**src/hdl/periph_cfg_pkg.sv**
```systemverilog
package periph_cfg_pkg;

    // ------------------------------------------------------------------------
    // Bus geometry
    // ------------------------------------------------------------------------
    localparam int AddrWidth   = 16;
    localparam int DataWidth   = 32;
    // Lowest bit of the region field, addr[15:12]
    localparam int RegionSel   = 12;
    localparam int RegionWidth = AddrWidth - RegionSel;

    localparam logic [RegionWidth-1:0] TimerRegionId = 4'd0;
    localparam logic [RegionWidth-1:0] IrqRegionId   = 4'd1;

    // Timer registers
    localparam logic [RegionSel-1:0] TimerCountOff = 12'h000;
    localparam logic [RegionSel-1:0] TimerCmpOff   = 12'h004;
    localparam logic [RegionSel-1:0] TimerCtrlOff  = 12'h008;

    // Interrupt controller registers
    localparam logic [RegionSel-1:0] IrqEnableOff  = 12'h000;
    localparam logic [RegionSel-1:0] IrqPendingOff = 12'h004;
    localparam logic [RegionSel-1:0] IrqClaimOff   = 12'h008;

    localparam int NumSources = 8;
    localparam int SrcIdWidth = $clog2(NumSources);
    localparam int TimerSrcId = 1;
    localparam int NumExtIrq  = 6;

    localparam logic [DataWidth-1:0] ErrRdata = 32'hDEAD_BEEF;

endpackage

```
**src/hdl/reg_bus_pkg.sv**
```systemverilog
package reg_bus_pkg;

    // ------------------------------------------------------------------------
    // Register port payloads
    // ------------------------------------------------------------------------

    // Request carried from the initiator into the access stage
    typedef struct packed {
        logic [periph_cfg_pkg::AddrWidth-1:0] addr;
        logic                                 write;
        logic [periph_cfg_pkg::DataWidth-1:0] wdata;
    } reg_req_t;

    // Response, one per request, in request order
    typedef struct packed {
        logic [periph_cfg_pkg::DataWidth-1:0] rdata;
        logic                                 error;
    } reg_resp_t;

endpackage

```
**src/hdl/irq_ctrl.sv**
```systemverilog
module irq_ctrl #(
    parameter int NumExtIrq = periph_cfg_pkg::NumExtIrq
) (
    input  logic                                 clk_i,
    input  logic                                 arst_n_i,
    input  logic                                 we_i,
    input  logic [periph_cfg_pkg::RegionSel-1:0] off_i,
    input  logic [periph_cfg_pkg::DataWidth-1:0] wdata_i,
    output logic [periph_cfg_pkg::DataWidth-1:0] rdata_o,
    input  logic                                 timer_irq_i,
    input  logic [NumExtIrq-1:0]                 ext_irq_i,
    output logic                                 irq_o
);

    import periph_cfg_pkg::*;

    localparam int ExtSrcBase = TimerSrcId + 1;

    logic [NumSources-1:0] src_d;
    logic [NumSources-1:0] src_q;
    logic [NumSources-1:0] enable_q;
    logic [NumSources-1:0] pending;
    logic [SrcIdWidth-1:0] claim_id;

    // ------------------------------------------------------------------------
    // Source gathering
    // ------------------------------------------------------------------------

    // ID 0 is reserved, IDs past the last external line stay low
    always_comb begin
        src_d             = '0;
        src_d[TimerSrcId] = timer_irq_i;
        for (int i = 0; i < NumExtIrq; i++) begin
            src_d[ExtSrcBase + i] = ext_irq_i[i];
        end
    end

    always_ff @(posedge clk_i or negedge arst_n_i) begin
        if (!arst_n_i) begin
            src_q    <= '0;
            enable_q <= '0;
        end else begin
            src_q <= src_d;
            if (we_i && (off_i == IrqEnableOff)) begin
                enable_q <= wdata_i[NumSources-1:0];
            end
        end
    end

    // ------------------------------------------------------------------------
    // Pending and claim
    // ------------------------------------------------------------------------
    assign pending = src_q & enable_q;

    // Highest ID wins
    always_comb begin
        claim_id = '0;
        for (int i = 1; i < NumSources; i++) begin
            if (pending[i]) begin
                claim_id = SrcIdWidth'(i);
            end
        end
    end

    always_comb begin
        unique case (off_i)
            IrqEnableOff:  rdata_o = DataWidth'(enable_q);
            IrqPendingOff: rdata_o = DataWidth'(pending);
            IrqClaimOff:   rdata_o = DataWidth'(claim_id);
            default:       rdata_o = '0;
        endcase
    end

    assign irq_o = |pending;

endmodule

```
**src/hdl/periph_decode.sv**
```systemverilog
module periph_decode (
    input  logic                                 req_valid_i,
    output logic                                 req_ready_o,
    input  reg_bus_pkg::reg_req_t                req_i,
    output logic                                 resp_valid_o,
    input  logic                                 resp_ready_i,
    output reg_bus_pkg::reg_resp_t               resp_o,
    output logic                                 tmr_we_o,
    output logic [periph_cfg_pkg::RegionSel-1:0] tmr_off_o,
    output logic [periph_cfg_pkg::DataWidth-1:0] tmr_wdata_o,
    input  logic [periph_cfg_pkg::DataWidth-1:0] tmr_rdata_i,
    output logic                                 irq_we_o,
    output logic [periph_cfg_pkg::RegionSel-1:0] irq_off_o,
    output logic [periph_cfg_pkg::DataWidth-1:0] irq_wdata_o,
    input  logic [periph_cfg_pkg::DataWidth-1:0] irq_rdata_i
);

    import periph_cfg_pkg::*;

    logic [RegionWidth-1:0] region;
    logic                   hs;
    logic                   wr_hs;

    assign region = req_i.addr[AddrWidth-1:RegionSel];

    // Request passes straight through while the response slice has room
    assign req_ready_o  = resp_ready_i;
    assign resp_valid_o = req_valid_i;
    assign hs           = req_valid_i & resp_ready_i;
    assign wr_hs        = hs & req_i.write;

    assign tmr_we_o    = wr_hs && (region == TimerRegionId);
    assign tmr_off_o   = req_i.addr[RegionSel-1:0];
    assign tmr_wdata_o = req_i.wdata;
    assign irq_we_o    = wr_hs && (region == IrqRegionId);
    assign irq_off_o   = req_i.addr[RegionSel-1:0];
    assign irq_wdata_o = req_i.wdata;

    // Unmapped regions get the error word
    always_comb begin
        resp_o.error = 1'b0;
        unique case (region)
            TimerRegionId: resp_o.rdata = tmr_rdata_i;
            IrqRegionId:   resp_o.rdata = irq_rdata_i;
            default: begin
                resp_o.rdata = ErrRdata;
                resp_o.error = 1'b1;
            end
        endcase
    end

endmodule

```
**src/hdl/periph_subsystem.sv**
```systemverilog
module periph_subsystem #(
    parameter int NumExtIrq = periph_cfg_pkg::NumExtIrq
) (
    input  logic                                 clk_i,
    input  logic                                 arst_n_i,
    input  logic                                 req_valid_i,
    output logic                                 req_ready_o,
    input  logic [periph_cfg_pkg::AddrWidth-1:0] req_addr_i,
    input  logic                                 req_write_i,
    input  logic [periph_cfg_pkg::DataWidth-1:0] req_wdata_i,
    output logic                                 resp_valid_o,
    input  logic                                 resp_ready_i,
    output logic [periph_cfg_pkg::DataWidth-1:0] resp_rdata_o,
    output logic                                 resp_error_o,
    input  logic [NumExtIrq-1:0]                 ext_irq_i,
    output logic                                 irq_o
);

    import periph_cfg_pkg::*;
    import reg_bus_pkg::*;

    reg_req_t  req_in;
    reg_req_t  req_q;
    reg_resp_t resp_d;
    reg_resp_t resp_q;
    logic      req_q_valid;
    logic      req_q_ready;
    logic      resp_d_valid;
    logic      resp_d_ready;

    logic                 tmr_we;
    logic [RegionSel-1:0] tmr_off;
    logic [DataWidth-1:0] tmr_wdata;
    logic [DataWidth-1:0] tmr_rdata;
    logic                 irq_we;
    logic [RegionSel-1:0] irq_off;
    logic [DataWidth-1:0] irq_wdata;
    logic [DataWidth-1:0] irq_rdata;
    logic                 timer_irq;

    assign req_in.addr  = req_addr_i;
    assign req_in.write = req_write_i;
    assign req_in.wdata = req_wdata_i;

    assign resp_rdata_o = resp_q.rdata;
    assign resp_error_o = resp_q.error;

    // ------------------------------------------------------------------------
    // Request path
    // ------------------------------------------------------------------------
    reg_slice #(
        .payload_t ( reg_req_t )
    ) u_req_slice (
        .clk_i    ( clk_i       ),
        .arst_n_i ( arst_n_i    ),
        .valid_i  ( req_valid_i ),
        .ready_o  ( req_ready_o ),
        .data_i   ( req_in      ),
        .valid_o  ( req_q_valid ),
        .ready_i  ( req_q_ready ),
        .data_o   ( req_q       )
    );

    periph_decode u_decode (
        .req_valid_i  ( req_q_valid  ),
        .req_ready_o  ( req_q_ready  ),
        .req_i        ( req_q        ),
        .resp_valid_o ( resp_d_valid ),
        .resp_ready_i ( resp_d_ready ),
        .resp_o       ( resp_d       ),
        .tmr_we_o     ( tmr_we       ),
        .tmr_off_o    ( tmr_off      ),
        .tmr_wdata_o  ( tmr_wdata    ),
        .tmr_rdata_i  ( tmr_rdata    ),
        .irq_we_o     ( irq_we       ),
        .irq_off_o    ( irq_off      ),
        .irq_wdata_o  ( irq_wdata    ),
        .irq_rdata_i  ( irq_rdata    )
    );

    reg_slice #(
        .payload_t ( reg_resp_t )
    ) u_resp_slice (
        .clk_i    ( clk_i        ),
        .arst_n_i ( arst_n_i     ),
        .valid_i  ( resp_d_valid ),
        .ready_o  ( resp_d_ready ),
        .data_i   ( resp_d       ),
        .valid_o  ( resp_valid_o ),
        .ready_i  ( resp_ready_i ),
        .data_o   ( resp_q       )
    );

    // ------------------------------------------------------------------------
    // Peripherals
    // ------------------------------------------------------------------------
    periph_timer u_timer (
        .clk_i    ( clk_i     ),
        .arst_n_i ( arst_n_i  ),
        .we_i     ( tmr_we    ),
        .off_i    ( tmr_off   ),
        .wdata_i  ( tmr_wdata ),
        .rdata_o  ( tmr_rdata ),
        .irq_o    ( timer_irq )
    );

    irq_ctrl #(
        .NumExtIrq ( NumExtIrq )
    ) u_irq_ctrl (
        .clk_i       ( clk_i     ),
        .arst_n_i    ( arst_n_i  ),
        .we_i        ( irq_we    ),
        .off_i       ( irq_off   ),
        .wdata_i     ( irq_wdata ),
        .rdata_o     ( irq_rdata ),
        .timer_irq_i ( timer_irq ),
        .ext_irq_i   ( ext_irq_i ),
        .irq_o       ( irq_o     )
    );

endmodule

```
**src/hdl/periph_timer.sv**
```systemverilog
module periph_timer (
    input  logic                                 clk_i,
    input  logic                                 arst_n_i,
    input  logic                                 we_i,
    input  logic [periph_cfg_pkg::RegionSel-1:0] off_i,
    input  logic [periph_cfg_pkg::DataWidth-1:0] wdata_i,
    output logic [periph_cfg_pkg::DataWidth-1:0] rdata_o,
    output logic                                 irq_o
);

    import periph_cfg_pkg::*;

    logic [DataWidth-1:0] count_q;
    logic [DataWidth-1:0] cmp_q;
    logic                 en_q;
    logic                 irq_q;
    logic                 ctrl_we;

    assign ctrl_we = we_i && (off_i == TimerCtrlOff);

    // Writing the control register restarts the count
    always_ff @(posedge clk_i or negedge arst_n_i) begin
        if (!arst_n_i) begin
            count_q <= '0;
            cmp_q   <= '0;
            en_q    <= 1'b0;
            irq_q   <= 1'b0;
        end else begin
            if (ctrl_we) begin
                en_q    <= wdata_i[0];
                count_q <= '0;
            end else if (en_q) begin
                count_q <= count_q + 1'b1;
            end
            if (we_i && (off_i == TimerCmpOff)) begin
                cmp_q <= wdata_i;
            end
            irq_q <= en_q && (count_q >= cmp_q);
        end
    end

    always_comb begin
        unique case (off_i)
            TimerCountOff: rdata_o = count_q;
            TimerCmpOff:   rdata_o = cmp_q;
            TimerCtrlOff:  rdata_o = DataWidth'(en_q);
            default:       rdata_o = '0;
        endcase
    end

    assign irq_o = irq_q;

endmodule

```
**src/hdl/reg_slice.sv**
```systemverilog
module reg_slice #(
    parameter type payload_t = logic
) (
    input  logic     clk_i,
    input  logic     arst_n_i,
    input  logic     valid_i,
    output logic     ready_o,
    input  payload_t data_i,
    output logic     valid_o,
    input  logic     ready_i,
    output payload_t data_o
);

    logic     valid_q;
    payload_t data_q;

    // Full throughput: accept when empty or when the entry leaves now
    assign ready_o = ~valid_q | ready_i;

    always_ff @(posedge clk_i or negedge arst_n_i) begin
        if (!arst_n_i) begin
            valid_q <= 1'b0;
        end else if (ready_o) begin
            valid_q <= valid_i;
        end
    end

    always_ff @(posedge clk_i) begin
        if (valid_i && ready_o) begin
            data_q <= data_i;
        end
    end

    assign valid_o = valid_q;
    assign data_o  = data_q;

endmodule

```
**config.mk**
```make
export PLATFORM = sky130hd
export DESIGN_NAME = periph_subsystem
export DESIGN_NICKNAME = d
export VERILOG_FILES = /design/src/hdl/periph_cfg_pkg.sv /design/src/hdl/reg_bus_pkg.sv /design/src/hdl/irq_ctrl.sv /design/src/hdl/periph_decode.sv /design/src/hdl/periph_subsystem.sv /design/src/hdl/periph_timer.sv /design/src/hdl/reg_slice.sv
export SDC_FILE = /design/constraint.sdc
export NUM_CORES = 1
export LEC_CHECK = 0
export BUFFER_PORTS_ARGS = -buffer_cell sky130_fd_sc_hd__buf_4
export CORE_MARGIN = 5
export CORE_UTILIZATION = 55
export CTS_BUF_LIST = sky130_fd_sc_hd__clkbuf_16
export DETAILED_ROUTE_END_ITERATION = 12
export PLACE_DENSITY = 0.76
export REMOVE_ABC_BUFFERS = 1
export SYNTH_ARGS = -nofsm -noshare
export SYNTH_HDL_FRONTEND = slang
export SYNTH_SLANG_ARGS = --single-unit
```
**constraint.sdc**
```tcl
create_clock -name clk_i -period 6.9 [get_ports clk_i]
set_input_delay 0.69 -clock clk_i [delete_from_list [all_inputs] [get_ports clk_i]]
set_output_delay 0.69 -clock clk_i [all_outputs]
set_load 0.02 [all_outputs]
```
======== After elaboration in Yosys (flattened, before gate mapping) ========
Cells that the tools add are included.
word-level totals
  flip-flop bits (word level) ............. 165
  input bits .............................. 59
  output and inout port bits .............. 36
  logic and storage cells ................. 51
operators by class
  add/sub/neg operators ................... 1
  magnitude comparators ................... 1
  eq/ne operators ......................... 3
  muxes and demuxes ....................... 13
  bitwise operators ....................... 7
  reductions and logical operators ........ 13
operators with widths
  kind                                                  number
  case mux 32 bit (3 select lines)                      1
  two-way mux 32 bit                                    2
  case mux 32 bit (2 select lines)                      1
  adder 32 x 1 -> 32 bit, second input constant         1
  greater-or-equal comparator 32 bit                    1
  case mux 8 bit (3 select lines)                       1
  equality test 12 x 3 -> 1 bit, second input constant  1
  equality test 12 x 4 -> 1 bit, second input constant  1
  zero test 12 bit                                      1
  two-way mux 3 bit                                     4
  bitwise AND 8 bit                                     1
  logical AND 1 bit                                     8
  OR reduction 8 bit                                    1
  equality test 4 x 1 -> 1 bit, second input constant   1
  zero test 4 bit                                       1
  two-way mux 2 bit                                     2
  bitwise AND 1 bit                                     2
  two-way mux 1 bit                                     2
  inverter 1 bit                                        2
  bitwise OR 1 bit                                      2
  nonzero test 2 bit                                    1
  OR reduction 2 bit                                    1

======== Logic depth before layout (Yosys ltp) ========
Gate-level depths: netlist of run 1.
  depth after elaboration ................. 10
  gate-level depth with buffers ........... 7
  gate-level depth less buffers ........... 7

======== Cells and area by module ========
A second synthesis of run 1 with hierarchy kept.
second synthesis, totals
  cell total of the unflattened synthesis .. 732
  area total of the unflattened synthesis .. 8838.5 µm²
modules (own cells, without submodules)
  module                     times used  cells each  area an instance (µm²)  sequential area each (µm²)
  periph_timer               1           385         4090.2                  1651.6
  reg_slice at u_req_slice   1           53          1525.2                  1496.4
  periph_decode              1           167         1211.2                  0.0
  reg_slice at u_resp_slice  1           37          1044.8                  1016.0
  irq_ctrl                   1           90          967.2                   375.4

======== Worst setup path before layout of run 1 ========
OpenSTA, ideal clock, no wires.
  kind .................................... input-to-reg
  from .................................... in resp_ready_i
  to ...................................... reg u_req_slice.data_q (netlist bit u_req_slice.data_o[0]), enable pin
  setup time .............................. 411 ps
  arrival ................................. 2163 ps
  data required time ...................... 6489 ps
  slack ................................... 4326 ps
  cell stages on the path ................. 2
  path buffers ............................ 0
  cells stage by stage .................... nand3b_1 -> and2_1
between the ends
  longest elaborated chain between the ends .. 3
RTL lines
  what                           line                    text
  start: declaration             periph_subsystem.sv:12  input logic resp_ready_i,
  bitwise OR 1 bit (2 in a row)  reg_slice.sv:18         assign ready_o = ~valid_q | ready_i;
  logical AND 1 bit              reg_slice.sv:29         if (valid_i && ready_o) begin
  end signal: assignment         reg_slice.sv:30         data_q <= data_i;
  end: declaration               reg_slice.sv:15         payload_t data_q;
Every way passes these cells.
A chain may end at the register's enable or synchronous reset.

======== Worst setup path in the final report of run 1 ========
  from .................................... reg u_req_slice.data_q (netlist bit u_req_slice.data_o[38])
  to ...................................... reg u_timer.cmp_q[4]
between the ends
  longest elaborated chain between the ends .. 2
RTL lines
  what                           line                text
  equality test 12 x 3 -> 1 bit  periph_timer.sv:35  if (we_i && (off_i == TimerCmpOff)) begin
  logical AND 1 bit              periph_timer.sv:35
  end signal: assignment         periph_timer.sv:36  cmp_q <= wdata_i;
  end: declaration               periph_timer.sv:14  logic [DataWidth-1:0] cmp_q;
Every way passes these cells.

==> run summary, run 1 <==
The run finished with clean final reports. In this run, synthesis inferred 82 flip-flops with an integrated enable. Via density per instance: 5.83. The transition time of the tightest slew-check pin was 1.24 ns. The wire-length estimate of the detail-placed layout is 10.6 mm. The H-tree depth is 4.

Clock tree synthesis selected as its root buffer the cell sky130_fd_sc_hd__clkbuf_16. Buffers inserted to repair hold after CTS numbered 0. TritonCTS built the clock tree. The run gives 21.2% as the global router's overall resource usage.

The mean routed wirelength per cell works out to 18.2 um. The count of nets left with antenna violations once routing finished came out at 0. Share of cells above drive strength 1: 26.8%. After detailed routing, the total wire length is 16.0 mm. The compound-gate portion of the synthesized area was 9.16%; the iteration count of the initial detailed-routing pass was 6. In this run the worst path has a maximum fanout of 17.

The die is 127 um tall. Counting I/O delays and the setup requirement, the final critical path takes 3.21 ns. The library cell with the largest summed area after synthesis is sky130_fd_sc_hd__edfxtp_1. Relative to the synthesized area, the layout overhead comes to 19.3%.

Antenna cell count: 0. The tools report the critical path launch point type as a register. The logs give 0.000185 V for the peak ir drop on the vdd network and 0.00168 W for the cell-internal power. Counting flops and latches in the post-synthesis netlist gives 165. The cell area after placement came out at 8380 um2.

Clock skew on the completed layout was measured at 0.00872 ns. The power per cell area is 239 nW/um2. The most frequently used flop master after synthesis was sky130_fd_sc_hd__dfrtp_1. The slack of the worst reg-to-reg path came out at 3.69 ns. The run gives 388 as the number of DRC markers in iteration 0.

The run gives 0 as the max-slew violation count. Counting along the longest clock path gives a buffer depth of 2. The instance count after placement with tap cells included was 846; the share of the synthesized area in the top cell type was 32.7%. The die outline width works out to 127 um. STA puts the critical path data required time at 7.21 ns. The type of the setup path with the least slack is reg -> reg. The total overflow left after global routing is 0.

The run gives 7530 um2 as the cell area after technology mapping. Ranked by total cell area, the synthesized netlist is headed by sky130_fd_sc_hd__edfxtp_1, sky130_fd_sc_hd__dfrtp_1, sky130_fd_sc_hd__mux2_2, sky130_fd_sc_hd__ha_1, sky130_fd_sc_hd__a22oi_1. Of the total synthesized cell area, the portion taken by AND, OR, NAND and NOR gates is 11.4%. STA puts the critical path data arrival time at 3.53 ns.

Synthesis instantiated 57 different standard cells from the library. Leading cell type in the layout, fill and taps excluded: sky130_fd_sc_hd__buf_4. Post-CTS repair changed the size of 0 cells.

The floorplan has 42 rows. After synthesis, the mean cell area works out to 12.7 um2. The first-pass GRT wire length was 27.0 mm. For the part of the Yosys area used for sequential elements, the log shows 60.3%. At the end of routability-driven placement, the weighted congestion stood at 0.853. The clock latency of the later-clocked register in the worst-skew pair is 0.43 ns. Number of buffers added by the clock tree synthesis step: 17. The tools report the endpoint class of the critical path as a register. The share of flip-flops with an asynchronous set or reset came out at 50.3%. Via total after detailed routing: 5,123. The buffer count from post-CTS setup fixing came out at 0. The count of buffers added on input and output ports is 94. The arithmetic-cell share of the synthesized area counting full adders, half adders and majority gates was 5.49%. Share of total power consumed by net switching: 21.4%.

The Yosys step of the flow raised 0 warnings. The number of global-route vias before repair was 5,545. The share of total power dissipated in the clock network is 44.9%. The power share of the combinational group was 4.4%. The logs give 0 ns for the final sum of negative setup slack and 16.6% for the tightest slew margin relative to the limit. Number of clock sinks seen by CTS: 165. Setup repair after global routing left no endpoint under its margin. The tools report the final count of negative-setup-slack endpoints as 0. The number of antenna violations at the first check in global routing is 0. The number of nets in the final layout came out at 781. The leakage component of the power was 3.53 nW.

The number of hold-slack violations in the final timing report was 0; the total non-filler cell area in the finished layout was 8980 um2. The largest net degree at the start of global routing was 84. Max-cap violations in this run came to 0. The power spent charging and discharging nets was 0.000460 W; the filler-free cell count of the finished design was 878.

In the layout the commonest cells are sky130_fd_sc_hd__buf_4, sky130_fd_sc_hd__dfrtp_1, sky130_fd_sc_hd__edfxtp_1. Cells fill 67.3% of the core in the end. The cell count after synthesis came out at 594.

After synthesis, the largest family of logic cells by area is simple AND/OR/NAND/NOR gates. The post-synthesis share of cell area spent on xor and xnor gates was 3.49%. The post-route fraction of the period consumed by the critical path was 46.6%; the initial core utilization was 56.4%. Derived from the worst setup path, the maximum achievable clock frequency is 0.311 GHz. The I/O pin count came out at 95. Minimum hold slack: 0.356 ns. The floorplan step defined a core boundary enclosing 13,300 um2. The min-delay analysis places its worst path in the category reg -> reg. The tools report the die footprint as 16,100 um2. After detailed routing, the number of remaining DRC violations is 0. Multiplexer fraction of the synthesized cell area: 6.40%. The proportion of power drawn by flip-flops and latches is 50.7%, and the clock-pin slew reported for the worst setup and hold paths after clock tree synthesis is 0.06 ns.
==> final timing paths <==
path                                                  start                              end  depth (start not counted)
max reg2reg                u_req_slice.data_o[38]$_DFFE_PP_     u_timer.cmp_q[4]$_DFFE_PN0P_                          5
max in group asynchronous                          arst_n_i    u_timer.cmp_q[20]$_DFFE_PN0P_                          1
min reg2reg                         u_timer.irq_o$_DFF_PN0_    u_irq_ctrl.src_q[1]$_DFF_PN0_                          0
min                                 u_timer.irq_o$_DFF_PN0_    u_irq_ctrl.src_q[1]$_DFF_PN0_                          0
max                        u_req_slice.data_o[38]$_DFFE_PP_     u_timer.cmp_q[4]$_DFFE_PN0P_                          5
min in group asynchronous                          arst_n_i  u_req_slice.valid_o$_DFFE_PN0N_                          1
==> final cells by class <==
cell class,instances,area [um2]
clock buffers,17,425
well taps,176,220
clock inverters,15,176
flip-flops and latches,165,4540
fillers,1018,4370
repair buffers,100,751
inverters,38,143
multi-input cells,367,2730
==> per-layer routing <==
layer  global-route usage [%]  vias to the layer above  share of wire [%]
met2                     34.7                      206                 49
met4                     9.21                        0                2.7
met3                     5.68                       37                6.9
met5                        0                        -                  0
li1                         -                     2371                  -
met1                     26.9                     2509                 42
==> sequential cells by signal (all words and copies together), names as in the netlist <==
register              cells
u_resp_slice.valid_o      1
u_timer.count_q          32
u_resp_slice.data_o      33
u_req_slice.data_o       49
u_irq_ctrl.src_q          7
u_timer.irq_o             1
u_timer.cmp_q            32
u_irq_ctrl.enable_q       8
u_timer.en_q              1
u_req_slice.valid_o       1
==> power groups by stage <==
stage / registers [W] / logic, W / clock network, W
2_1_floorplan: 0.00111 / 0.0000242 / 0
3_3_place_gp: 0.00111 / 0.0000941 / 0
3_5_place_dp: 0.00111 / 0.0000971 / 0
4_1_cts: 0.00109 / 0.0000978 / 0.000975
5_1_grt: 0.00109 / 0.000104 / 0.00102
6_report: 0.00109 / 0.0000950 / 0.000962
==> synthesized netlist by cell type, drive strengths merged, types with 3 or more instances <==
library cell / n
inv: 38
and2: 3
buf: 10
xor2: 18
nor2: 46
clkbuf: 14
nor4: 9
o21ai: 24
a21oi: 21
a22oi: 32
o221ai: 5
xnor2: 12
nand3: 22
edfxtp: 82
and3: 6
dfrtp: 83
nand4: 13
nand2: 29
nor3: 6
nand2b: 4
mux2: 41
or4: 4
ha: 33
a21o: 4
and4: 9
==> logic make-up (layout without fill, tap and decap cells) <==
family / after synthesis / after routing
adders and majority gates: 33 / 33
xor gates and xnor gates: 30 / 30
DFF: 165 / 165
AOI/OAI and AO/OA: 100 / 100
muxes: 43 / 43
and+or+nand+nor: 161 / 161
buffers and inverters: 62 / 170
==> critical path: stages, from the launching register on <==
cell                       delay [ns]
sky130_fd_sc_hd__edfxtp_1        0.35
sky130_fd_sc_hd__or4_1           0.68
sky130_fd_sc_hd__or3_4           0.49
sky130_fd_sc_hd__nor3_4          0.77
sky130_fd_sc_hd__buf_4           0.41
sky130_fd_sc_hd__mux2_2          0.38
==> through the flow <==
step	power [W]	worst slack, ns
final	0.00214	3.69
after floorplan	0.00114	2.37
after detailed placement	0.00120	3.70
after CTS	0.00216	3.67
after global placement	0.00120	3.81
after global routing	0.00221	3.57
No activity file was read; power rests on OpenSTA's default activity.
==> run 2, diff against run 1 <==
--- a/config.mk
+++ b/config.mk
@@ -7,7 +7,7 @@
 export LEC_CHECK = 0
 export BUFFER_PORTS_ARGS = -buffer_cell sky130_fd_sc_hd__buf_4
 export CORE_MARGIN = 5
-export CORE_UTILIZATION = 55
+export CORE_UTILIZATION = 52
 export CTS_BUF_LIST = sky130_fd_sc_hd__clkbuf_16
 export DETAILED_ROUTE_END_ITERATION = 12
 export PLACE_DENSITY = 0.76
==> constraint.sdc (replaced) <==
create_clock -name clk_i -period 2.77 [get_ports clk_i]
set_input_delay 0.277 -clock clk_i [delete_from_list [all_inputs] [get_ports clk_i]]
set_output_delay 0.277 -clock clk_i [all_outputs]
set_load 0.02 [all_outputs]
==> run summary, run 2 (same netlist as run 1, synthesis figures left out) <==
Largest driver fanout on the critical path: 30 (was 17). The peak ir drop on the vdd network came out at 0.000439 V (was 0.000185 V). The leading cell type in the layout, fill and taps excluded is sky130_fd_sc_hd__buf_4 (unchanged).

The area used by multi-input combinational logic was 2730 um2 (unchanged); the sequential cell area in the final layout was 4540 um2 (unchanged). The number of nets in the final layout came out at 796 (was 781). The critical path launch point type was a register (unchanged).

The run gives 84 (unchanged) as the largest net degree at the start of global routing. The overall die height works out to 130 um (was 127 um). The number of hold-slack violations in the final timing report is 0 (unchanged), and the first-pass GRT wire length is 26.4 mm (was 27.0 mm). Die outline width: 130 um (was 127 um). The worst min-delay path category was in -> reg (was reg -> reg). The fmax is 0.416 GHz (was 0.311 GHz). Routing usage on met2: 33.7% (was 34.7%). The run gives 2 (unchanged) as the largest buffer count on any clock path. For the number of buffers added by the clock tree synthesis step, the log shows 17 (unchanged).

For the buffer count from post-CTS setup fixing, the log shows 0 (unchanged). The run gives 863 (was 846) as the instance count after placement with tap cells included. Critical-path cell list: or4_1, or3_4, a211oi_4, nand2_4, o221ai_1 (was or4_1, or3_4, nor3_4, buf_4, mux2_2). The H-tree depth was 4 (unchanged); the flip-flop count of the largest register after layout was 49 (unchanged). The initial core utilization is 52.4% (was 56.4%), and the power per cell area is 591 nW/um2 (was 239 nW/um2). TritonCTS built the clock tree. For the global router's overall resource usage, the log shows 20.2% (was 21.2%).

The most crowded layer after global routing is met2 (unchanged). The mean routed wirelength per cell is 18.3 um (was 18.2 um), and the total non-filler cell area in the finished layout is 9150 um2 (was 8980 um2). The run gives 0.43 ns (about the same) as the clock latency of the later-clocked register in the worst-skew pair. Endpoint class of the critical path: a register (unchanged). For the power spent charging and discharging nets, the log shows 0.00113 W (was 0.000460 W). The tightest slew margin relative to the limit was 28.2% (was 16.6%); the number of clock sinks seen by CTS was 165 (unchanged). The run gives 45.3% (was 44.9%) as the share of power burned in the clock network. The tools report the final sum of negative setup slack as 0 ns (unchanged). The run gives 0 (unchanged) as the number of antenna violations at the first check in global routing. For the via total after detailed routing, the log shows 5,155 (was 5,123). The number of design rule violations left after detail routing came out at 0 (unchanged). The clock-pin slew reported for the worst setup and hold paths after clock tree synthesis was 0.06 ns (about the same).

The data required time of the critical path came out at 3.02 ns (was 7.21 ns). The clock root buffer is sky130_fd_sc_hd__clkbuf_16 (unchanged). Leading cell types in the layout, fill and taps excluded: sky130_fd_sc_hd__buf_4, sky130_fd_sc_hd__dfrtp_1, sky130_fd_sc_hd__edfxtp_1 (unchanged). The final cell utilization of the core was 63.7% (was 67.3%); the number of global-route vias before repair was 5,260 (was 5,545). The post-DP HPWL is 11.1 mm (was 10.6 mm), and the number of antenna-violating nets in the routed design is 0 (unchanged). For the power share of the combinational group, the log shows 4.6% (was 4.4%). The transition time of the tightest slew-check pin is 1.08 ns (was 1.24 ns), and the antenna cell count is 0 (unchanged).

The count of instances resized after the clock tree is built is 0 (unchanged), and the share of cells above drive strength 1 is 27.2% (was 26.8%). For the fraction of met3 tracks used by global routing, the log shows 4.91% (was 5.68%). Number of cell rows: 44 (was 42). The tools report the placeable core area as 14,400 um2 (was 13,300 um2). Iteration count of the initial detailed-routing pass: 5 (was 6). The run gives 8480 um2 (was 8380 um2) as the cell area after placement.

The slowest cell on the critical path is sky130_fd_sc_hd__or4_1 (was sky130_fd_sc_hd__nor3_4). For the die footprint, the log shows 17,000 um2 (was 16,100 um2). The quantity of I/O buffers inserted on ports was 94 (unchanged). The logs give 0.00428 W (was 0.00168 W) for the cell-internal power and 0 (unchanged) for the max-slew violation count. The total overflow reported by the global router is 0 (unchanged), and the relative area change from synthesis to final layout is 21.6% (was 19.3%).

The via density per instance works out to 5.72 (was 5.83). Setup repair after global routing left no endpoint under its margin. For the max capacitance violation total, the log shows 0 (unchanged). The proportion of power drawn by flip-flops and latches was 50.1% (was 50.7%); the time the worst path needs with I/O delays and setup was 2.41 ns (was 3.21 ns). The flow ran to the end, and the final reports show no timing, DRC or antenna violations. The post-route fraction of the period consumed by the critical path was 86.8% (was 46.6%). For the I/O pin count, the log shows 95 (unchanged). For the leakage component of the power, the log shows 3.59 nW (was 3.53 nW). Final count of negative-setup-slack endpoints: 0 (unchanged). The share of total power consumed by net switching is 21.0% (was 21.4%). Type of the setup path with the least slack: reg -> reg (unchanged). The final weighted congestion in routability-driven placement is 0.880 (was 0.853).

The logs give 25.4% (was 26.9%) for the global-route met1 utilization and 6 (was 0) for the count of hold buffers inserted by post-cts repair. For the number of fill cells in the layout, the log shows 1,066 (was 1,018). The worst path arrival time came out at 2.66 ns (was 3.53 ns). The maximum cell stage delay along the critical path came out at 0.54 ns (was 0.77 ns). Setup clock skew after layout: 0.0120 ns (was 0.00872 ns). The run gives 901 (was 878) as the filler-free cell count of the finished design.

The final wirelength is 16.4 mm (was 16.0 mm), and the number of DRC markers in iteration 0 is 429 (was 388).
[run 2: cell types whose count changed in the layout (fill, tap and decap cells not counted), moves of 2 or more]
cell                            before  now
sky130_fd_sc_hd__clkinv_2            5    3
sky130_fd_sc_hd__inv_6               3    0
sky130_fd_sc_hd__buf_12              0    2
sky130_fd_sc_hd__dlygate4sd3_1       0    6
sky130_fd_sc_hd__buf_4             100  107
sky130_fd_sc_hd__clkinv_1            0    2
sky130_fd_sc_hd__clkinvlp_4          2    6
[run 2: worst max-delay path: cells and delay by family, from the launching register on]
kind / cells / cell delay [ns]
flops: 1 / 0.37
compound gates: 2 / 0.55
simple gates: 3 / 1.27
[run 2: layout make-up]
type                    count  share of cell area [%]
flip-flops and latches    165                    49.6
multi-input cells         367                    29.8
repair buffers            115                    9.87
clock buffers              17                    4.65
well taps                 184                    2.52
clock inverters            15                    2.05
inverters                  38                    1.56
[run 2: per-stage QoR]
| step | power (W) | setup slack [ns] | hold slack, ns |
|---|---|---|---|
| global placement | 0.00299 | 0.499 | 0.375 |
| finish | 0.00541 | 0.365 | 0.0203 |
| CTS | 0.00546 | 0.345 | 0.00302 |
| global route | 0.00557 | 0.243 | 0.00720 |
| detailed placement | 0.00301 | 0.410 | 0.357 |
| floorplan | 0.00284 | -1.76 | -0.0186 |
[run 2: worst paths after layout]
kind / depth (start not counted) / to / slack, ns / start
setup / recovery: 5 / u_resp_slice.data_o[6]$_DFFE_PP_ / 0.36 / u_req_slice.data_o[37]$_DFFE_PP_
hold reg to reg: 0 / u_irq_ctrl.src_q[1]$_DFF_PN0_ / 0.40 / u_timer.irq_o$_DFF_PN0_
max in group asynchronous: 1 / u_timer.cmp_q[8]$_DFFE_PN0P_ / 2.04 / arst_n_i
min in group asynchronous: 1 / u_timer.cmp_q[30]$_DFFE_PN0P_ / 0.03 / arst_n_i
setup reg to reg: 5 / u_resp_slice.data_o[6]$_DFFE_PP_ / 0.36 / u_req_slice.data_o[37]$_DFFE_PP_
hold / removal: 1 / u_req_slice.data_o[31]$_DFFE_PP_ / 0.02 / req_wdata_i[31]
[run 2: power by group through the flow]
stage / clock network [W] / registers (W) / logic, W
CTS: 0.00249 / 0.00271 / 0.000256
detailed placement: 0 / 0.00276 / 0.000248
floorplan: 0 / 0.00278 / 0.0000602
global route: 0.00258 / 0.00272 / 0.000274
finish: 0.00245 / 0.00271 / 0.000251
global placement: 0 / 0.00275 / 0.000240
[run 2: routing by layer]
layer	share of wire, %	wire [um]
met5	0	0
met4	2.1	351
met3	5.8	952
met2	50	8230
met1	42	6920
